===== config.mk =====
export PLATFORM = sky130hd
export DESIGN_NAME = cmd_frame_rx_flat
export DESIGN_NICKNAME = d
export VERILOG_FILES = /design/src/source/miner_link_pkg.sv /design/src/source/job_if.sv /design/src/source/cmd_frame_rx.sv /design/src/flat_wrapper.sv
export SDC_FILE = /design/constraint.sdc
export NUM_CORES = 1
export LEC_CHECK = 0
export BUFFER_PORTS_ARGS = -buffer_cell sky130_fd_sc_hd__buf_2
export CELL_PAD_IN_SITES_DETAIL_PLACEMENT = 0
export CELL_PAD_IN_SITES_GLOBAL_PLACEMENT = 1
export CORE_AREA = 2 2 356 358
export CTS_CLUSTER_DIAMETER = 150
export CTS_CLUSTER_SIZE = 8
export DETAILED_ROUTE_END_ITERATION = 10
export DIE_AREA = 0 0 358 360
export GPL_TIMING_DRIVEN = 0
export HOLD_SLACK_MARGIN = 0.12
export PLACE_DENSITY_LB_ADDON = 0.1
export SLEW_MARGIN = 20
export SYNTH_ARGS = -nofsm -noshare
export SYNTH_HDL_FRONTEND = slang
export SYNTH_SLANG_ARGS = --single-unit

===== constraint.sdc =====
create_clock -name clk -period 52.6 [get_ports clk]
set_input_delay 2.63 -clock clk [delete_from_list [all_inputs] [get_ports clk]]
set_output_delay 2.63 -clock clk [all_outputs]
set_load 0.03 [all_outputs]

===== src/source/miner_link_pkg.sv =====
// all widths are fixed by the frame format; frames and records are big-endian, msb byte first
`default_nettype none

package miner_link_pkg;

	// ************************************************************************
	// field widths
	// ************************************************************************
	localparam int BYTE_W   = 8;                              // link byte
	localparam int WORD_W   = 32;                             // nonce and extranonce2
	localparam int BLOCK_W  = 608;                            // block data
	localparam int TARGET_W = 256;                            // mining target
	localparam int JOB_W    = BLOCK_W + WORD_W + TARGET_W;    // 896 bits per job

	// frame is control byte plus the job, 113 bytes
	localparam int FRAME_BYTES = 1 + JOB_W / BYTE_W;

	// result record is flag byte, nonce, extranonce2
	localparam int RECORD_W     = BYTE_W + 2 * WORD_W;
	localparam int RECORD_BYTES = RECORD_W / BYTE_W;          // 9 bytes on the wire

	// ************************************************************************
	// queue sizing and restart handling
	// ************************************************************************
	localparam int JOB_DEPTH    = 16;   // pending merkle jobs
	localparam int RESULT_DEPTH = 16;   // pending nonce records
	localparam int BLANK_CYCLES = 5;    // reports dropped this long after a restart

	// control byte of a command frame
	typedef enum logic [BYTE_W-1:0] {
		OP_NONE    = 8'h00,    // reset value, also any unknown code
		OP_RESTART = 8'h01,    // load now and flush pending work
		OP_MERKLE  = 8'h02     // queue for later
	} ctrl_op_e;

	// job as it sits in the frame, block first
	typedef struct packed {
		logic [BLOCK_W-1:0]  block;
		logic [WORD_W-1:0]   extranonce2;
		logic [TARGET_W-1:0] target;
	} job_t;

endpackage

`default_nettype wire


===== src/source/job_if.sv =====
// strobes are single-cycle and the job is only meaningful while restart or push is high
`timescale 1ns/1ps
`default_nettype none

interface job_if;

	import miner_link_pkg::*;

	logic restart;    // one-cycle pulse, restart frame complete
	logic push;       // one-cycle pulse, merkle frame complete
	job_t job;        // decoded job of the last frame
	logic clear;      // result queue flush

	// frame receiver side
	modport src (
		output restart,
		output push,
		output job,
		output clear
	);

	// job queue side
	modport queue (input restart, input push, input job);

	// result path only cares about the restart
	modport flush (input restart);

endinterface

`default_nettype wire


===== src/source/cmd_frame_rx.sv =====
// no resync within a frame; byte count only realigns at reset, and unknown control codes are dropped
`timescale 1ns/1ps
`default_nettype none

module cmd_frame_rx (
	input  wire logic                              clk,
	input  wire logic                              rst,
	input  wire logic [miner_link_pkg::BYTE_W-1:0] i_rx_data,
	input  wire logic                              i_rx_data_vld,   // one byte per cycle
	job_if.src                                     o_job
);

	import miner_link_pkg::*;

	localparam int CNT_W = $clog2(FRAME_BYTES);

	logic [CNT_W-1:0] byte_cnt;     // position within the frame
	ctrl_op_e         ctrl_q;       // control byte of the current frame
	job_t             job_q;        // job bytes, shifted in msb first
	logic             restart_q;
	logic             push_q;
	logic             last_byte;

	assign last_byte = i_rx_data_vld && (byte_cnt == CNT_W'(FRAME_BYTES - 1));

	// ************************************************************************
	// frame position
	// ************************************************************************
	always_ff @(posedge clk) begin
		if (rst) begin
			byte_cnt <= '0;
		end else if (last_byte) begin
			byte_cnt <= '0;                  // wrap, next byte is control
		end else if (i_rx_data_vld) begin
			byte_cnt <= byte_cnt + 1'b1;
		end
	end

	// control byte, byte 0 only
	always_ff @(posedge clk) begin
		if (rst) begin
			ctrl_q <= OP_NONE;
		end else if (i_rx_data_vld && (byte_cnt == '0)) begin
			ctrl_q <= ctrl_op_e'(i_rx_data);    // unknown codes kept as is
		end
	end

	// job shift register, bytes 1 to 112
	// payload, holds until the next frame overwrites it
	always_ff @(posedge clk) begin
		if (i_rx_data_vld && (byte_cnt != '0)) begin
			job_q <= {job_q[JOB_W-BYTE_W-1:0], i_rx_data};
		end
	end

	// ************************************************************************
	// end of frame strobes
	// ************************************************************************
	// one cycle after the last byte, job_q then holds the complete job
	always_ff @(posedge clk) begin
		if (rst) begin
			restart_q <= 1'b0;
			push_q    <= 1'b0;
		end else begin
			restart_q <= last_byte && (ctrl_q == OP_RESTART);
			push_q    <= last_byte && (ctrl_q == OP_MERKLE);
		end
	end

	assign o_job.restart = restart_q;
	assign o_job.push    = push_q;
	assign o_job.job     = job_q;
	assign o_job.clear   = restart_q;    // result flush follows restart

	// a frame ends in at most one strobe
	a_one_strobe: assert property (
		@(posedge clk) disable iff (rst) !(o_job.restart && o_job.push)
	);

endmodule

`default_nettype wire


===== src/flat_wrapper.sv =====
// flat-port wrapper written by rule: the top's interface ports become plain ports
module cmd_frame_rx_flat import miner_link_pkg::*;
  (clk, rst, i_rx_data, i_rx_data_vld, o_job_restart, o_job_push, o_job_job, o_job_clear);
  job_if o_job_i ();
  input  wire logic clk;
  input  wire logic rst;
  input  wire logic [miner_link_pkg::BYTE_W-1:0] i_rx_data;
  input  wire logic i_rx_data_vld;
  output wire logic [$bits(o_job_i.restart)-1:0] o_job_restart;
  output wire logic [$bits(o_job_i.push)-1:0] o_job_push;
  output wire logic [$bits(o_job_i.job)-1:0] o_job_job;
  output wire logic [$bits(o_job_i.clear)-1:0] o_job_clear;
  assign o_job_restart = o_job_i.restart;
  assign o_job_push = o_job_i.push;
  assign o_job_job = o_job_i.job;
  assign o_job_clear = o_job_i.clear;
  cmd_frame_rx u_core (.clk(clk), .rst(rst), .i_rx_data(i_rx_data), .i_rx_data_vld(i_rx_data_vld), .o_job(o_job_i));
endmodule

==> results.txt <==
CP top delay family -> buffers and inverters
Post-DR wirelength/cell -> 22.4 um
Reg-to-Reg Start -> u_core.byte_cnt[4]
Syn_nets -> 997
Worst Setup Slack, final -> 47,940 ps
Share of the synthesized area in the top cell type -> 0.970
Cts hold-fix bufs -> 0
Final Instance Area -> 39,300 sq um
Hold Crit Class -> reg2reg
Sequential-to-total area share from yosys stat -> 0.983
Warnings from Yosys -> 0
Reg2Reg Setup Slack -> 49,270 ps
Layout cell share with drive strength beyond 1 -> 0.530
Die width -> 358 um
Hold Fails Final Rpt -> 0
Routed Antenna Nets -> 0
TritonCTS Sinks -> 913
Clk root buf -> clkbuf_16
#FFs+latches synth -> 913
Max cap viols -> 0
Vias -> 14,146
CP Buf/Inv Count -> 11
Sum Neg Setup Slack -> 0 ps
Crit path depth -> 12
Netlist cell types -> 30
Drt initial violations -> 1,146
CP arrival -> 5060 ps
Critical path's slowest cell -> a31oi_4
CTS H-tree lvls -> 4
Max-slew violation count -> 0
Crit path capture -> u_core.o_job.job[571]
Vias in the first global route -> 14,817
Max incr delay on CP -> 520 ps
CP cell instances -> buf_4 > inv_1 > a31oi_4 > buf_16 > buf_16 > buf_16 > buf_16 > buf_16 > buf_16 > buf_8 > buf_16 > buf_16
Num ports -> 910
Total die area -> 129,000 sq um
Most common cell in the netlist -> edfxtp_1
Initial Utilization -> 0.222
Top post-synthesis cells by area -> edfxtp_1 (97%), dfxtp_1 (1.2%), o41ai_1 (0.25%)
Peak VDD IR -> 0.0000282 V
DP Worst Slack -> 47,150 ps
Fmax -> 215 MHz
Final setup fails -> 0
Largest net degree at the start of global routing -> 27
Cell mode on critical path -> buf_16
Grt ovf -> 0
Global Route Usage Sum -> 0.126
WL final -> 84,400 um
Dominant cell type by area after synthesis -> edfxtp_1
Syn_area_per_cell -> 28.2 sq um
Status -> finished clean
Leakage power total -> 0.0145 uW
Synthesized area -> 27,700 sq um
CP required -> 53,000 ps
GP Congestion -> 0.773
EDFF count, synth -> 896
Row cnt -> 130
Worst reg2reg path depth -> 12
CTS Buf Count -> 132
Main synth FF type -> edfxtp_1
Pwr Density -> 48.1 nW/um^2
Startpoint class of the critical path -> primary input
RSZ-0062 raised after global routing -> false
Commonest cells in the netlist -> edfxtp_1 (896), dfxtp_1 (17), nand3_1 (9)
Drt pass-1 iters -> 5
CP Class -> in2reg
Worst Setup SP -> i_rx_data_vld
Fin crit period -> 4660 ps
Initial antenna violation count -> 5
CORE AREA -> 125,000 sq um
Nets -> 2,088
Post-CTS Resized -> 0
Final worst-path cycle share -> 0.0885
I/O Buffers -> 908
Share of synthesized registers carrying an async set or reset -> 0
DRC -> 0
Critical Path Sink Type -> register
Clock skew -> 28.3 ps
Critical Path Fanout Max -> 24
Layout area overhead -> 41.7%
Worst-Margin Slew -> 632 ps
Reg clk slew, reported paths -> 70 ps
# fillers -> 12,246
Post-DP Area -> 35,600 sq um
First-pass GRT wire length -> 115,000 um
Synth Instances -> 984
DR vias/cell -> 3.76
Skew-Pair Late Insertion Delay -> 720 ps
Post-CTS setup repair buffer count -> 0
Relative slew slack -> 0.579
Die height -> 360 um
DP HPWL -> 63,800 um
Reg-to-reg endpoint -> u_core.o_job.job[571]
CTS tree -> done
Max Root-Sink Buffers -> 3
==> flip-flops by register name, indices dropped and copies added, names as in the netlist <==
signal              count
u_core.o_job.job      896
u_core.o_job.clear      1
u_core.ctrl_q           8
u_core.byte_cnt         7
u_core.o_job.push       1
==> worst min-delay path by stage <==
stage,from,to,slack (ps),cells past startpoint
after floorplan,u_core.ctrl_q[1],u_core.o_job.clear,420,1
after global placement,u_core.o_job.job[139],u_core.o_job.job[147],430,0
after detailed placement,u_core.o_job.job[709],u_core.o_job.job[717],430,0
after CTS,u_core.o_job.job[675],u_core.o_job.job[683],420,0
after global routing,u_core.o_job.job[766],u_core.o_job.job[774],420,0
final,u_core.o_job.job[675],u_core.o_job.job[683],420,0
==> cells by family after synthesis <==
kind of cell / Yosys count / share of synthesized area
flops: 913 / 0.983
simple gates: 32 / 0.00731
compound gates: 21 / 0.00546
buf+inv: 11 / 0.00217
xor+xnor: 4 / 0.00126
fa+ha+maj: 2 / 0.000902
mux: 1 / 0.000361
==> cells in the final DEF, fill, tap and decap left out, types with 2 or more instances in the layout <==
cell type / Yosys / layout
dfxtp_1: 17 / 17
diode_2: 0 / 3
clkbuf_1: 2 / 22
a21oi_1: 8 / 8
inv_1: 3 / 3
buf_2: 3 / 911
buf_16: 0 / 42
inv_6: 0 / 2
ha_1: 2 / 2
inv_16: 0 / 3
edfxtp_1: 896 / 896
nor2_1: 6 / 6
xor2_1: 3 / 3
buf_8: 0 / 6
nand2_1: 4 / 4
nor3b_2: 2 / 2
clkinv_8: 0 / 2
nand4_1: 2 / 2
clkbuf_16: 0 / 139
nand3_1: 9 / 9
or3_1: 2 / 2
buf_4: 2 / 2
o41ai_1: 8 / 8
==> report_power, final <==
| group | switching (uW) | leakage (uW) | internal (uW) |
|---|---|---|---|
| sequential | 27.6 | 0.00844 | 873 |
| clock | 303 | 0.00179 | 469 |
| combinational | 164 | 0.00428 | 53.5 |
==> through the flow <==
step / hold WS, ps / utilization / power (uW) / instances
floorplan: 422 / - / 1170 / 984
global placement: 428 / 0.275 / 1300 / 3542
detailed placement: 426 / 0.285 / 1140 / 3591
CTS: 418 / 0.315 / 1930 / 3758
global route: 423 / 0.315 / 1970 / 3758
finish: 415 / 0.315 / 1890 / 3761
==> layer usage <==
layer | vias to the layer above | GRT usage | wire (um)
met5 | - | 0 | 57
met4 | 8 | 0.0404 | 1800
met3 | 123 | 0.0772 | 11300
met2 | 720 | 0.214 | 41800
met1 | 7110 | 0.127 | 29400
li1 | 6185 | - | -
==> cell type report <==
class	count	area, sq um	share of cell area
inverter	3	11.3	0.000287
tap	1650	2060	0.0525
multi-input combinational	60	439	0.0112
clock buffer	159	3550	0.0904
clock inverter	8	119	0.00302
antenna	3	7.51	0.000191
buffer	8	48.8	0.00124
sequential	913	27200	0.693
timing repair buffer	957	5810	0.148
Note: power is estimated with default switching activity, not from simulation.
