### src/source/miner_link_pkg.sv
// all widths are fixed by the frame format; frames and records are big-endian, msb byte first
`default_nettype none

package miner_link_pkg;

	// ************************************************************************
	// field widths
	// ************************************************************************
	localparam int BYTE_W   = 8;                              // link byte
	localparam int WORD_W   = 32;                             // nonce and extranonce2
	localparam int BLOCK_W  = 608;                            // block data
	localparam int TARGET_W = 256;                            // mining target
	localparam int JOB_W    = BLOCK_W + WORD_W + TARGET_W;    // 896 bits per job

	// frame is control byte plus the job, 113 bytes
	localparam int FRAME_BYTES = 1 + JOB_W / BYTE_W;

	// result record is flag byte, nonce, extranonce2
	localparam int RECORD_W     = BYTE_W + 2 * WORD_W;
	localparam int RECORD_BYTES = RECORD_W / BYTE_W;          // 9 bytes on the wire

	// ************************************************************************
	// queue sizing and restart handling
	// ************************************************************************
	localparam int JOB_DEPTH    = 16;   // pending merkle jobs
	localparam int RESULT_DEPTH = 16;   // pending nonce records
	localparam int BLANK_CYCLES = 5;    // reports dropped this long after a restart

	// control byte of a command frame
	typedef enum logic [BYTE_W-1:0] {
		OP_NONE    = 8'h00,    // reset value, also any unknown code
		OP_RESTART = 8'h01,    // load now and flush pending work
		OP_MERKLE  = 8'h02     // queue for later
	} ctrl_op_e;

	// job as it sits in the frame, block first
	typedef struct packed {
		logic [BLOCK_W-1:0]  block;
		logic [WORD_W-1:0]   extranonce2;
		logic [TARGET_W-1:0] target;
	} job_t;

endpackage

`default_nettype wire

### src/source/job_if.sv
// strobes are single-cycle and the job is only meaningful while restart or push is high
`timescale 1ns/1ps
`default_nettype none

interface job_if;

	import miner_link_pkg::*;

	logic restart;    // one-cycle pulse, restart frame complete
	logic push;       // one-cycle pulse, merkle frame complete
	job_t job;        // decoded job of the last frame
	logic clear;      // result queue flush

	// frame receiver side
	modport src (
		output restart,
		output push,
		output job,
		output clear
	);

	// job queue side
	modport queue (input restart, input push, input job);

	// result path only cares about the restart
	modport flush (input restart);

endinterface

`default_nettype wire

### src/source/sync_fifo.sv
// show-ahead fifo; DEPTH must be a power of two; caller must not read empty or write full
`timescale 1ns/1ps
`default_nettype none

module sync_fifo #(
	parameter int WIDTH = 8,
	parameter int DEPTH = 16
) (
	input  wire logic             clk,
	input  wire logic             rst,
	input  wire logic             i_flush,     // empties on the next edge
	input  wire logic             i_wr_en,
	input  wire logic [WIDTH-1:0] i_wr_data,
	input  wire logic             i_rd_en,
	output logic      [WIDTH-1:0] o_rd_data,   // oldest entry, valid when not empty
	output logic                  o_empty,
	output logic                  o_full
);

	localparam int AW = $clog2(DEPTH);

	logic [WIDTH-1:0] mem [DEPTH];
	logic [AW-1:0]    wr_ptr;
	logic [AW-1:0]    rd_ptr;
	logic [AW:0]      count;    // one extra bit to tell full from empty

	// storage, no reset needed
	always_ff @(posedge clk) begin
		if (i_wr_en) begin
			mem[wr_ptr] <= i_wr_data;
		end
	end

	// pointers and occupancy
	always_ff @(posedge clk) begin
		if (rst || i_flush) begin
			wr_ptr <= '0;
			rd_ptr <= '0;
			count  <= '0;
		end else begin
			if (i_wr_en) wr_ptr <= wr_ptr + 1'b1;    // wraps at DEPTH
			if (i_rd_en) rd_ptr <= rd_ptr + 1'b1;
			count <= count + (AW+1)'(i_wr_en) - (AW+1)'(i_rd_en);
		end
	end

	assign o_rd_data = mem[rd_ptr];    // show-ahead
	assign o_empty   = (count == '0);
	assign o_full    = (count == (AW+1)'(DEPTH));

	// users gate their strobes with the flags
	a_no_rd_empty: assert property (@(posedge clk) disable iff (rst) i_rd_en |-> !o_empty);
	a_no_wr_full:  assert property (@(posedge clk) disable iff (rst) i_wr_en |-> !o_full);

endmodule

`default_nettype wire

### src/source/result_tx.sv
// one byte outstanding at a time; records that find the queue full are lost, reports are blanked after restart
`timescale 1ns/1ps
`default_nettype none

module result_tx (
	input  wire logic                              clk,
	input  wire logic                              rst,
	input  wire logic [miner_link_pkg::WORD_W-1:0] i_mining_nounce,
	input  wire logic [miner_link_pkg::WORD_W-1:0] i_mining_extranounce2,
	input  wire logic                              i_mining_nounce_vld,    // nonce found
	input  wire logic                              i_mining_nounce_full,   // nonce space done
	input  wire logic                              i_rx_busy,              // frame coming in
	input  wire logic                              i_tx_done,              // byte finished
	job_if.flush                                   i_flush,
	output logic      [miner_link_pkg::BYTE_W-1:0] o_tx_data,
	output logic                                   o_tx_data_vld           // one-cycle pulse
);

	import miner_link_pkg::*;

	typedef enum logic {
		ST_IDLE,
		ST_SEND
	} tx_state_e;

	localparam int IDX_W = $clog2(RECORD_BYTES);

	logic [BLANK_CYCLES-1:0] restart_dly;   // restart history
	logic                    blanking;
	logic                    rec_wr;
	logic [RECORD_W-1:0]     rec_wr_data;
	logic [RECORD_W-1:0]     rec_head;
	logic                    rec_empty;
	logic                    rec_full;
	logic                    rec_rd;
	logic [RECORD_W-1:0]     rec_q;         // record being sent
	tx_state_e               state_q;
	logic [IDX_W-1:0]        idx_q;         // byte index, 0 is the flag byte
	logic                    tx_vld_q;

	// ************************************************************************
	// blanking and capture
	// ************************************************************************
	always_ff @(posedge clk) begin
		if (rst) begin
			restart_dly <= '0;
		end else begin
			restart_dly <= {restart_dly[BLANK_CYCLES-2:0], i_flush.restart};
		end
	end

	// restart cycle plus BLANK_CYCLES after it
	assign blanking = i_flush.restart || (|restart_dly);

	// full queue just drops the report
	assign rec_wr = !blanking && !rec_full && (i_mining_nounce_vld || i_mining_nounce_full);
	assign rec_wr_data = {6'b0, i_mining_nounce_full, i_mining_nounce_vld,
		i_mining_nounce, i_mining_extranounce2};

	sync_fifo #(
		.WIDTH (RECORD_W),
		.DEPTH (RESULT_DEPTH)
	) rec_fifo_inst (
		.clk       (clk),
		.rst       (rst),
		.i_flush   (i_flush.restart),
		.i_wr_en   (rec_wr),
		.i_wr_data (rec_wr_data),
		.i_rd_en   (rec_rd),
		.o_rd_data (rec_head),
		.o_empty   (rec_empty),
		.o_full    (rec_full)
	);

	// ************************************************************************
	// serializer
	// ************************************************************************
	// never pops while blanking, so no pop meets a flush
	assign rec_rd = (state_q == ST_IDLE) && !i_rx_busy && !rec_empty && !blanking;

	always_ff @(posedge clk) begin
		if (rst) begin
			state_q  <= ST_IDLE;
			idx_q    <= '0;
			tx_vld_q <= 1'b0;
		end else begin
			tx_vld_q <= 1'b0;    // pulse by default
			case (state_q)
				ST_IDLE: if (rec_rd) begin
					state_q  <= ST_SEND;
					idx_q    <= '0;
					tx_vld_q <= 1'b1;    // flag byte next cycle
				end
				ST_SEND: if (i_tx_done) begin
					if (idx_q == IDX_W'(RECORD_BYTES - 1)) begin
						state_q <= ST_IDLE;          // record done
					end else begin
						idx_q    <= idx_q + 1'b1;
						tx_vld_q <= 1'b1;
					end
				end
				default: state_q <= ST_IDLE;
			endcase
		end
	end

	// record payload, loaded on pop
	always_ff @(posedge clk) begin
		if (rec_rd) rec_q <= rec_head;
	end

	assign o_tx_data     = rec_q[(RECORD_BYTES - 1 - int'(idx_q)) * BYTE_W +: BYTE_W];    // msb first
	assign o_tx_data_vld = tx_vld_q;

	// transmitter only answers bytes we sent
	a_no_done_idle: assert property (
		@(posedge clk) disable iff (rst) i_tx_done |-> state_q == ST_SEND
	);

endmodule

`default_nettype wire

### src/flat_wrapper.sv
// flat-port wrapper written by rule: the top's interface ports become plain ports
module result_tx_flat import miner_link_pkg::*;
  (clk, rst, i_mining_nounce, i_mining_extranounce2, i_mining_nounce_vld, i_mining_nounce_full, i_rx_busy, i_tx_done, o_tx_data, o_tx_data_vld, i_flush_restart);
  job_if i_flush_i ();
  input  wire logic clk;
  input  wire logic rst;
  input  wire logic [miner_link_pkg::WORD_W-1:0] i_mining_nounce;
  input  wire logic [miner_link_pkg::WORD_W-1:0] i_mining_extranounce2;
  input  wire logic i_mining_nounce_vld;
  input  wire logic i_mining_nounce_full;
  input  wire logic i_rx_busy;
  input  wire logic i_tx_done;
  output logic      [miner_link_pkg::BYTE_W-1:0] o_tx_data;
  output logic o_tx_data_vld;
  input wire logic [$bits(i_flush_i.restart)-1:0] i_flush_restart;
  assign i_flush_i.restart = i_flush_restart;
  result_tx u_core (.clk(clk), .rst(rst), .i_mining_nounce(i_mining_nounce), .i_mining_extranounce2(i_mining_extranounce2), .i_mining_nounce_vld(i_mining_nounce_vld), .i_mining_nounce_full(i_mining_nounce_full), .i_rx_busy(i_rx_busy), .i_tx_done(i_tx_done), .i_flush(i_flush_i), .o_tx_data(o_tx_data), .o_tx_data_vld(o_tx_data_vld));
endmodule
### config.mk
export PLATFORM = sky130hd
export DESIGN_NAME = result_tx_flat
export DESIGN_NICKNAME = d
export VERILOG_FILES = /design/src/source/miner_link_pkg.sv /design/src/source/job_if.sv /design/src/source/sync_fifo.sv /design/src/source/result_tx.sv /design/src/flat_wrapper.sv
export SDC_FILE = /design/constraint.sdc
export NUM_CORES = 1
export LEC_CHECK = 0
export BUFFER_PORTS_ARGS = -buffer_cell sky130_fd_sc_hd__buf_2
export CORE_MARGIN = 3
export CORE_UTILIZATION = 40
export CTS_CLUSTER_SIZE = 24
export DETAILED_ROUTE_END_ITERATION = 12
export SLEW_MARGIN = 40
export SYNTH_ARGS = -nofsm -noshare
export SYNTH_HDL_FRONTEND = slang
export SYNTH_SLANG_ARGS = --single-unit
### constraint.sdc
create_clock -name clk -period 6.85 [get_ports clk]
set_input_delay 1.37 -clock clk [delete_from_list [all_inputs] [get_ports clk]]
set_output_delay 1.37 -clock clk [all_outputs]
set_load 0.01 [all_outputs]
==> results of run 1 <==
## path summary, 6_finish.rpt
path	slack [ns]	endpoint	cells past startpoint
worst min register to register	0.46	u_core.restart_dly[3]	1
worst max register to register	3.00	u_core.rec_fifo_inst.mem[6][57]	5
worst min-delay path	0.46	u_core.restart_dly[3]	1
worst max-delay path	2.25	o_tx_data[3]	7
## Yosys cell counts (3+ instances only)
cell type	instances	share of area, %
sky130_fd_sc_hd__nand3_1	6	0.068
sky130_fd_sc_hd__and2_1	4	0.057
sky130_fd_sc_hd__or4_1	5	0.086
sky130_fd_sc_hd__o31ai_1	4	0.068
sky130_fd_sc_hd__ha_1	13	0.37
sky130_fd_sc_hd__a21oi_1	15	0.17
sky130_fd_sc_hd__nor2b_1	8	0.11
sky130_fd_sc_hd__xor2_1	4	0.080
sky130_fd_sc_hd__o21ai_0	75	0.86
sky130_fd_sc_hd__a221oi_1	132	2.6
sky130_fd_sc_hd__or2_2	3	0.043
sky130_fd_sc_hd__or3_1	3	0.043
sky130_fd_sc_hd__edfxtp_1	1122	77
sky130_fd_sc_hd__nand2_1	71	0.61
sky130_fd_sc_hd__mux2i_1	272	6.2
sky130_fd_sc_hd__buf_2	32	0.36
sky130_fd_sc_hd__dfxtp_1	24	1.1
sky130_fd_sc_hd__buf_1	19	0.16
sky130_fd_sc_hd__clkbuf_1	71	0.61
sky130_fd_sc_hd__mux4_2	148	7.6
sky130_fd_sc_hd__nor3_1	4	0.046
sky130_fd_sc_hd__and3_1	16	0.23
sky130_fd_sc_hd__inv_1	19	0.16
sky130_fd_sc_hd__a22oi_1	66	1.1
sky130_fd_sc_hd__nor2_1	12	0.10
## per-stage QoR
step,cell area (um2),hold slack [ns],total power (W)
6_report,49900,0.463,0.0143
5_1_grt,49900,0.477,0.0147
4_1_cts,49800,0.463,0.0144
3_5_place_dp,46200,0.454,0.00829
3_3_place_gp,45900,0.447,0.00828
2_1_floorplan,43900,0.429,0.00807
## worst reg2reg max path: cells and delay by family, from the launching register on
family,cells,cell delay [ns]
and+or+nand+nor,4,2.58
DFF,1,0.31
buffers and inverters,1,0.56
## layout make-up
cell class	instances	area, um2
Fill cell	8794	58000
Sequential cell	1146	34200
Multi-Input combinational cell	878	9240
Clock buffer	137	2960
Tap cell	1403	1760
Timing Repair Buffer	126	1020
Clock inverter	66	683
Inverter	19	73.8
Antenna cell	1	2.50
## metal layers
layer / vias to the layer above / wire [um]
met5: - / 41
met4: 6 / 2780
met3: 181 / 8330
met2: 813 / 49000
met1: 11300 / 45400
li1: 9296 / -
## power groups by stage
stage               clock (W)  sequential, W  combinational (W)
floorplan                   0        0.00791           0.000163
global route          0.00651        0.00776           0.000408
CTS                   0.00623        0.00777           0.000379
global placement            0        0.00791           0.000364
finish                0.00612        0.00777           0.000377
detailed placement          0        0.00791           0.000379
## logic make-up after synthesis
logic type	count (synthesis)	synth area share [%]
DFF	1146	77.9
adders and majority gates	14	0.416
AOI/OAI and AO/OA	297	4.95
buffers and inverters	141	1.30
and+or+nand+nor	141	1.54
xor gates and xnor gates	6	0.120
muxes	420	13.8
## flip-flops by register name (all words and copies together) (netlist names)
name / flops
u_core.idx_q: 4
u_core.o_tx_data_vld: 1
u_core.rec_fifo_inst.count: 5
u_core.rec_fifo_inst.mem: 1056
u_core.rec_fifo_inst.rd_ptr: 4
u_core.rec_fifo_inst.wr_ptr: 4
u_core.rec_q: 66
u_core.restart_dly: 5
u_core.state_q: 1
==> report_table.html, run 1 <==
<table>
<tr><th>Metric</th><th>Value</th></tr>
<tr><th colspan="2">Critical path</th></tr>
<tr><td>Crit path arrival time</td><td>around 3.2 ns</td></tr>
<tr><td>Element type at the critical path end</td><td>primary output</td></tr>
<tr><td>Critical path fanouts, max</td><td>21</td></tr>
<tr><td>Crit Reg-Reg Startpoint</td><td>u_core.restart_dly[1]</td></tr>
<tr><td>Required arrival time at the worst endpoint</td><td>about 5.5 ns</td></tr>
<tr><td>Critical path startpoint</td><td>u_core.idx_q[0]</td></tr>
<tr><td>Cell family with most CP delay</td><td>multiplexers</td></tr>
<tr><td>Crit-path slowest cell</td><td>sky130_fd_sc_hd__ha_2</td></tr>
<tr><td>Crit path kind</td><td>register to primary output</td></tr>
<tr><td>Cell Chain, Critical Path</td><td>buf_4 -&gt; inv_1 -&gt; ha_2 -&gt; mux4_2 -&gt; mux2i_1 -&gt; nor2_1 -&gt; buf_2</td></tr>
<tr><td>Crit path buffers/inverters</td><td>3</td></tr>
<tr><td>Startpoint types</td><td>register</td></tr>
<tr><td>Stage delay of the slowest cell on the critical path</td><td>approximately 0.63 ns</td></tr>
<tr><th colspan="2">Floorplan</th></tr>
<tr><td>X dimension of the die</td><td>approximately 340 um</td></tr>
<tr><td>Die footprint</td><td>around 0.11 mm2</td></tr>
<tr><td>FP Rows</td><td>120</td></tr>
<tr><td>Core region area</td><td>roughly 0.11 mm2</td></tr>
<tr><td>Initial standard-cell utilization of the core</td><td>roughly two fifths</td></tr>
<tr><td>Height of the die</td><td>roughly 340 um</td></tr>
<tr><td>Boundary pin count</td><td>80</td></tr>
<tr><th colspan="2">Global route</th></tr>
<tr><td>First-pass GRT wire length</td><td>roughly 150000 um</td></tr>
<tr><td>Global-route track usage on met3</td><td>under 10%</td></tr>
<tr><td>Antenna violations before repair</td><td>14</td></tr>
<tr><td>Largest net degree at the start of global routing</td><td>84</td></tr>
<tr><td>GR Util All Layers</td><td>a little under a fifth</td></tr>
<tr><td>Remaining Overflow, GRT</td><td>0</td></tr>
<tr><td>Vias in the first global route</td><td>21500</td></tr>
<tr><td>Top Usage Layer GRT</td><td>met2</td></tr>
<tr><td>Global-route met1 utilization</td><td>26.5%</td></tr>
<tr><td>M2 GR Usage</td><td>approximately 28%</td></tr>
<tr><th colspan="2">STA</th></tr>
<tr><td>Number of setup violations in the final report</td><td>0</td></tr>
<tr><td>Fin. Hold Viols</td><td>0</td></tr>
<tr><td>Number of max-slew violations in the final report</td><td>0</td></tr>
<tr><td>Setup ws final</td><td>between 2 and 2.5 ns</td></tr>
<tr><td>Setup tns final</td><td>0 ns</td></tr>
<tr><td>Minimum clock period after layout</td><td>4.60 ns</td></tr>
<tr><td>Measured slew at the worst slew-check pin</td><td>0.864 ns</td></tr>
<tr><td>Share of the cycle needed by the critical path after routing</td><td>between 60% and 70%</td></tr>
<tr><td>Final setup skew</td><td>0.0211 ns</td></tr>
<tr><td>Highest achievable clock rate</td><td>0.218 GHz</td></tr>
<tr><td>Setup repair after global routing missed its margin</td><td>no</td></tr>
<tr><td>Remaining max-slew budget at the tightest pin</td><td>roughly 42%</td></tr>
<tr><th colspan="2">Drt</th></tr>
<tr><td>Overall routed net length</td><td>between 100000 and 150000 um</td></tr>
<tr><td>Iteration-0 DRC Markers</td><td>~2300</td></tr>
<tr><td>Detailed-route DRC error count</td><td>0</td></tr>
<tr><td>Number of search-and-repair iterations in the first detailed-routing pass</td><td>5</td></tr>
<tr><td>Via-per-instance ratio</td><td>5.73</td></tr>
<tr><td>Post-DR wirelength/cell</td><td>27.9 um</td></tr>
<tr><td>Vias post-DR</td><td>~22000</td></tr>
<tr><td>Remaining antenna violation count</td><td>0</td></tr>
<tr><th colspan="2">Placed design</th></tr>
<tr><td>Half-perimeter wire length after placement</td><td>between 60000 and 70000 um</td></tr>
<tr><td>I/O Buffers</td><td>between 70 and 80</td></tr>
<tr><td>Weighted congestion at the end of routability-driven global placement</td><td>between 0.7 and 0.8</td></tr>
<tr><td>Placed Cells</td><td>approximately 3600</td></tr>
<tr><td>Post-Place Setup Slack</td><td>~2.3 ns</td></tr>
<tr><th colspan="2">Final layout</th></tr>
<tr><td>Number of standard cells in the final layout excluding fillers</td><td>3776</td></tr>
<tr><td>Final core utilization</td><td>~46%</td></tr>
<tr><td>Top library cells by usage in the layout, fill and taps aside</td><td>sky130_fd_sc_hd__edfxtp_1, sky130_fd_sc_hd__mux2i_1, sky130_fd_sc_hd__mux4_2</td></tr>
<tr><td>Net count, final</td><td>~2400</td></tr>
<tr><td>Area overhead of the layout relative to synthesis</td><td>13.8%</td></tr>
<tr><td>Share of final-layout standard cells stronger than drive strength 1</td><td>between 15 and 20%</td></tr>
<tr><td>Leading cell type in the layout, fill and taps excluded</td><td>sky130_fd_sc_hd__edfxtp_1</td></tr>
<tr><th colspan="2">Power and ir drop</th></tr>
<tr><td>Largest voltage drop on the vdd net</td><td>0.000204 V</td></tr>
<tr><td>Int Power</td><td>about 0.011 W</td></tr>
<tr><td>Combinational fraction of design power</td><td>2.6%</td></tr>
<tr><td>Proportion of total power due to net switching</td><td>between 15 and 20%</td></tr>
<tr><td>Total net switching power</td><td>~0.0028 W</td></tr>
<tr><td>Power share of the clock group</td><td>42.9%</td></tr>
<tr><td>Sequential Power Share</td><td>between 50% and 60%</td></tr>
<tr><td>Power density cells</td><td>286 mW/mm2</td></tr>
<tr><td>Leakage power</td><td>15.0 nW</td></tr>
<tr><th colspan="2">Clocking</th></tr>
<tr><td>Clock buffer count from CTS</td><td>about 110</td></tr>
<tr><td>Clock tree from TritonCTS</td><td>built</td></tr>
<tr><td>Clock input transition at the sequential cells of the worst setup and hold paths</td><td>~0.060 ns</td></tr>
<tr><td>Root buf cell</td><td>sky130_fd_sc_hd__clkbuf_16</td></tr>
<tr><td>Total of hold buffers inserted after clock tree synthesis</td><td>0</td></tr>
<tr><td>Resize count post-CTS</td><td>0</td></tr>
<tr><td>Maximum level of the CTS H-tree</td><td>3</td></tr>
<tr><td>Clock Sink Count</td><td>around 1100</td></tr>
<tr><td>Setup bufs post-CTS</td><td>0</td></tr>
<tr><td>Clock latency of the later-clocked register in the worst-skew pair</td><td>0.69 ns</td></tr>
<tr><td>Bufs on Longest Clock Path</td><td>3</td></tr>
<tr><th colspan="2">Yosys</th></tr>
<tr><td>Warning count from the yosys run</td><td>0</td></tr>
<tr><td>Dominant synthesized flop cell</td><td>sky130_fd_sc_hd__edfxtp_1</td></tr>
<tr><td>Sequential element share of the synthesized area</td><td>a little under 80%</td></tr>
<tr><td>Synthesized netlist cell count</td><td>around 2200</td></tr>
<tr><td>Post-Synthesis Net Count</td><td>approximately 2300</td></tr>
<tr><td>Average cell area after synthesis</td><td>slightly above 20 um2</td></tr>
<tr><td>Number of synthesized register bits</td><td>between 1000 and 1500</td></tr>
<tr><td>Fraction of registers with async set or reset after synthesis</td><td>0%</td></tr>
<tr><td>Count of flip-flops with a built-in enable after synthesis</td><td>~1100</td></tr>
<tr><td>Number of library cell types mapped by synthesis</td><td>37</td></tr>
<tr><td>Summed instance area of the synthesized netlist</td><td>approximately 0.044 mm2</td></tr>
<tr><th colspan="2">Worst hold path</th></tr>
<tr><td>Classification of the worst-slack hold path</td><td>register to register</td></tr>
<tr><td>Startpoint of the lowest-slack hold path</td><td>u_core.restart_dly[2]</td></tr>
<tr><th colspan="2">Job</th></tr>
<tr><td>Reported max-cap violation count</td><td>0</td></tr>
<tr><th colspan="2">Status</th></tr>
<tr><td>Run status</td><td>finished, final reports clean</td></tr>
</table>
Note: power is estimated with default switching activity, not from simulation.
==> run 2: changes to the inputs <==
==> constraint.sdc (replaced) <==
create_clock -name clk -period 4.2 [get_ports clk]
set_input_delay 0.84 -clock clk [delete_from_list [all_inputs] [get_ports clk]]
set_output_delay 0.84 -clock clk [all_outputs]
set_load 0.01 [all_outputs]
==> report_table.html, run 2 (synthesized netlist as in run 1, its figures left out) <==
<table>
<tr><th>Metric</th><th>Value</th></tr>
<tr><th colspan="2">Power and ir drop</th></tr>
<tr><td>Combinational fraction of design power</td><td>2.4% (was 2.6%)</td></tr>
<tr><td>Int Power</td><td>0.0184 W (was 0.0114 W)</td></tr>
<tr><td>Leakage power</td><td>15.0 nW (about the same)</td></tr>
<tr><td>Power density cells</td><td>460 mW/mm2 (was 286 mW/mm2)</td></tr>
<tr><td>Sequential Power Share</td><td>55.2% (was 54.4%)</td></tr>
<tr><td>Total net switching power</td><td>0.00456 W (was 0.00283 W)</td></tr>
<tr><td>Largest voltage drop on the vdd net</td><td>0.000355 V (was 0.000204 V)</td></tr>
<tr><td>Proportion of total power due to net switching</td><td>19.8% (about the same)</td></tr>
<tr><td>Power share of the clock group</td><td>42.4% (was 42.9%)</td></tr>
<tr><th colspan="2">Drt</th></tr>
<tr><td>Via-per-instance ratio</td><td>5.72 (was 5.73)</td></tr>
<tr><td>Post-DR wirelength/cell</td><td>27.0 um (was 27.9 um)</td></tr>
<tr><td>Detailed-route DRC error count</td><td>0 (unchanged)</td></tr>
<tr><td>Vias post-DR</td><td>21700 (was 21600)</td></tr>
<tr><td>Number of search-and-repair iterations in the first detailed-routing pass</td><td>5 (unchanged)</td></tr>
<tr><td>Remaining antenna violation count</td><td>0 (unchanged)</td></tr>
<tr><td>Iteration-0 DRC Markers</td><td>2184 (was 2285)</td></tr>
<tr><td>Overall routed net length</td><td>102000 um (was 106000 um)</td></tr>
<tr><th colspan="2">Final layout</th></tr>
<tr><td>Largest Register</td><td>u_core.rec_fifo_inst.mem (unchanged)</td></tr>
<tr><td>Flip-flop count of the largest register after layout</td><td>1056 (unchanged)</td></tr>
<tr><td>Top library cells by usage in the layout, fill and taps aside</td><td>sky130_fd_sc_hd__edfxtp_1, sky130_fd_sc_hd__mux2i_1, sky130_fd_sc_hd__mux4_2 (unchanged)</td></tr>
<tr><td>Largest registers ranked by flip-flop count</td><td>u_core.rec_fifo_inst.mem (1056), u_core.rec_q (66) (unchanged)</td></tr>
<tr><td>Final core utilization</td><td>46.3% (was 46.2%)</td></tr>
<tr><td>Area overhead of the layout relative to synthesis</td><td>13.8% (about the same)</td></tr>
<tr><td>Leading cell type in the layout, fill and taps excluded</td><td>sky130_fd_sc_hd__edfxtp_1 (unchanged)</td></tr>
<tr><td>Net count, final</td><td>2379 (was 2368)</td></tr>
<tr><td>Share of final-layout standard cells stronger than drive strength 1</td><td>19.6% (was 19.4%)</td></tr>
<tr><th colspan="2">Clocking</th></tr>
<tr><td>Clock tree from TritonCTS</td><td>built (unchanged)</td></tr>
<tr><td>Root buf cell</td><td>sky130_fd_sc_hd__clkbuf_16 (unchanged)</td></tr>
<tr><td>Total of hold buffers inserted after clock tree synthesis</td><td>0 (unchanged)</td></tr>
<tr><td>Clock latency of the later-clocked register in the worst-skew pair</td><td>0.68 ns (was 0.69 ns)</td></tr>
<tr><td>Resize count post-CTS</td><td>0 (unchanged)</td></tr>
<tr><td>Clock input transition at the sequential cells of the worst setup and hold paths</td><td>0.06 ns (about the same)</td></tr>
<tr><td>Setup bufs post-CTS</td><td>0 (unchanged)</td></tr>
<tr><td>Clock Sink Count</td><td>1146 (unchanged)</td></tr>
<tr><td>Bufs on Longest Clock Path</td><td>3 (unchanged)</td></tr>
<tr><td>Maximum level of the CTS H-tree</td><td>3 (unchanged)</td></tr>
<tr><td>Clock buffer count from CTS</td><td>111 (was 112)</td></tr>
<tr><th colspan="2">Critical path</th></tr>
<tr><td>Crit path kind</td><td>register to primary output (unchanged)</td></tr>
<tr><td>Critical path fanouts, max</td><td>10 (was 21)</td></tr>
<tr><td>Startpoint types</td><td>register (unchanged)</td></tr>
<tr><td>Crit Reg-Reg Startpoint</td><td>u_core.restart_dly[1] (unchanged)</td></tr>
<tr><td>R2r worst-path depth</td><td>13 (was 5)</td></tr>
<tr><td>Reg-to-Reg End</td><td>u_core.rec_fifo_inst.count[4] (was u_core.rec_fifo_inst.mem[6][57])</td></tr>
<tr><td>Element type at the critical path end</td><td>primary output (unchanged)</td></tr>
<tr><td>Crit path arrival time</td><td>2.93 ns (was 3.23 ns)</td></tr>
<tr><td>Worst-case register-to-register setup slack</td><td>0.92 ns (was 3.00 ns)</td></tr>
<tr><td>Required arrival time at the worst endpoint</td><td>3.36 ns (was 5.48 ns)</td></tr>
<tr><th colspan="2">Worst hold path</th></tr>
<tr><td>Classification of the worst-slack hold path</td><td>primary input to register (was register to register)</td></tr>
<tr><td>Endpoint of the worst hold path</td><td>u_core.restart_dly[0] (was u_core.restart_dly[3])</td></tr>
<tr><td>Startpoint of the lowest-slack hold path</td><td>i_flush_restart (was u_core.restart_dly[2])</td></tr>
<tr><td>Hold Crit Depth</td><td>2 (was 1)</td></tr>
<tr><th colspan="2">STA</th></tr>
<tr><td>Number of max-slew violations in the final report</td><td>0 (unchanged)</td></tr>
<tr><td>Setup ws final</td><td>0.431 ns (was 2.25 ns)</td></tr>
<tr><td>Remaining max-slew budget at the tightest pin</td><td>42.8% (was 42.4%)</td></tr>
<tr><td>Setup repair after global routing missed its margin</td><td>no (unchanged)</td></tr>
<tr><td>Measured slew at the worst slew-check pin</td><td>0.858 ns (was 0.864 ns)</td></tr>
<tr><td>Highest achievable clock rate</td><td>~0.27 GHz</td></tr>
<tr><td>Share of the cycle needed by the critical path after routing</td><td>about nine tenths</td></tr>
<tr><td>Fin. Hold Viols</td><td>0 (unchanged)</td></tr>
<tr><td>Fin Hold WS</td><td>0.465 ns (was 0.463 ns)</td></tr>
<tr><td>Setup tns final</td><td>0 ns (unchanged)</td></tr>
<tr><td>Number of setup violations in the final report</td><td>0 (unchanged)</td></tr>
<tr><td>Minimum clock period after layout</td><td>3.77 ns</td></tr>
<tr><td>Final setup skew</td><td>0.0268 ns (was 0.0211 ns)</td></tr>
<tr><th colspan="2">Floorplan</th></tr>
<tr><td>Core region area</td><td>0.108 mm2 (unchanged)</td></tr>
<tr><td>Boundary pin count</td><td>80 (unchanged)</td></tr>
<tr><td>X dimension of the die</td><td>337 um (unchanged)</td></tr>
<tr><td>Height of the die</td><td>337 um (unchanged)</td></tr>
<tr><td>FP Rows</td><td>120 (unchanged)</td></tr>
<tr><td>Die footprint</td><td>0.114 mm2 (unchanged)</td></tr>
<tr><td>Initial standard-cell utilization of the core</td><td>40.6% (unchanged)</td></tr>
<tr><th colspan="2">Global route</th></tr>
<tr><td>Antenna violations before repair</td><td>16 (was 14)</td></tr>
<tr><td>GR Util All Layers</td><td>18.0% (was 18.5%)</td></tr>
<tr><td>Remaining Overflow, GRT</td><td>0 (unchanged)</td></tr>
<tr><td>Vias in the first global route</td><td>22000 (was 21500)</td></tr>
<tr><td>Largest net degree at the start of global routing</td><td>76 (was 84)</td></tr>
<tr><td>First-pass GRT wire length</td><td>150000 um (was 152000 um)</td></tr>
<tr><th colspan="2">Placed design</th></tr>
<tr><td>I/O Buffers</td><td>79 (unchanged)</td></tr>
<tr><td>Post-Place Setup Slack</td><td>0.757 ns (was 2.32 ns)</td></tr>
<tr><td>Half-perimeter wire length after placement</td><td>57600 um (was 63500 um)</td></tr>
<tr><td>Weighted congestion at the end of routability-driven global placement</td><td>0.768 (was 0.794)</td></tr>
<tr><th colspan="2">Status</th></tr>
<tr><td>Run status</td><td>finished, final reports clean (unchanged)</td></tr>
<tr><th colspan="2">Job</th></tr>
<tr><td>Reported max-cap violation count</td><td>0 (unchanged)</td></tr>
</table>
## run 2: per-stage QoR
stage / area (um2) / instances / total power, W
2_1_floorplan: 43900 / 2165 / 0.0132
5_1_grt: 49900 / 3789 / 0.0236
6_report: 49900 / 3789 / 0.0230
4_1_cts: 49900 / 3787 / 0.0232
3_5_place_dp: 46400 / 3584 / 0.0135
3_3_place_gp: 46400 / 3584 / 0.0135
## run 2: worst max-delay path by stage
stage                         start                             to  slack, ns  cells past startpoint
floorplan                 i_rx_busy  u_core.rec_fifo_inst.count[4]       0.15                     13
CTS                 u_core.idx_q[1]                   o_tx_data[1]       0.38                      7
finish              u_core.idx_q[1]                   o_tx_data[1]       0.43                      7
global route        u_core.idx_q[1]                   o_tx_data[1]       0.23                      7
global placement    i_flush_restart  u_core.rec_fifo_inst.count[4]       0.68                     13
detailed placement        i_rx_busy  u_core.rec_fifo_inst.count[4]       0.76                     13
## run 2: final cells by class
| cell class | instances | area, um2 |
|---|---|---|
| antenna | 2 | 5.00 |
| clock buffer | 148 | 3000 |
| clock inverter | 55 | 563 |
| fill | 8821 | 58000 |
| inverter | 19 | 76.3 |
| multi-input combinational | 878 | 9230 |
| sequential | 1146 | 34200 |
| tap | 1403 | 1760 |
| timing repair buffer | 138 | 1120 |
## run 2: power groups by stage
stage                     sequential [W]  clock, W  combinational, W
after global routing              0.0127    0.0104          0.000615
final                             0.0127   0.00972          0.000562
after global placement            0.0129         0          0.000547
after CTS                         0.0127   0.00992          0.000570
after detailed placement          0.0129         0          0.000568
after floorplan                   0.0129         0          0.000267
## run 2: metal layers
metal	share of wire [%]	global-route usage [%]	vias up
met1	44	25.8	11400
met2	46	27.7	737
met3	7.2	3.79	168
met5	0.033	0	-
met4	2.6	5.72	6
li1	-	-	9319
## run 2: worst max-delay path, stage by stage, from the launching register on
cell and delay (ns):
sky130_fd_sc_hd__dfxtp_1 0.45, sky130_fd_sc_hd__inv_1 0.07, sky130_fd_sc_hd__ha_1 0.58, sky130_fd_sc_hd__buf_4 0.28, sky130_fd_sc_hd__mux4_2 0.32, sky130_fd_sc_hd__mux2i_1 0.21
sky130_fd_sc_hd__o21ai_0 0.16, sky130_fd_sc_hd__buf_2 0.18
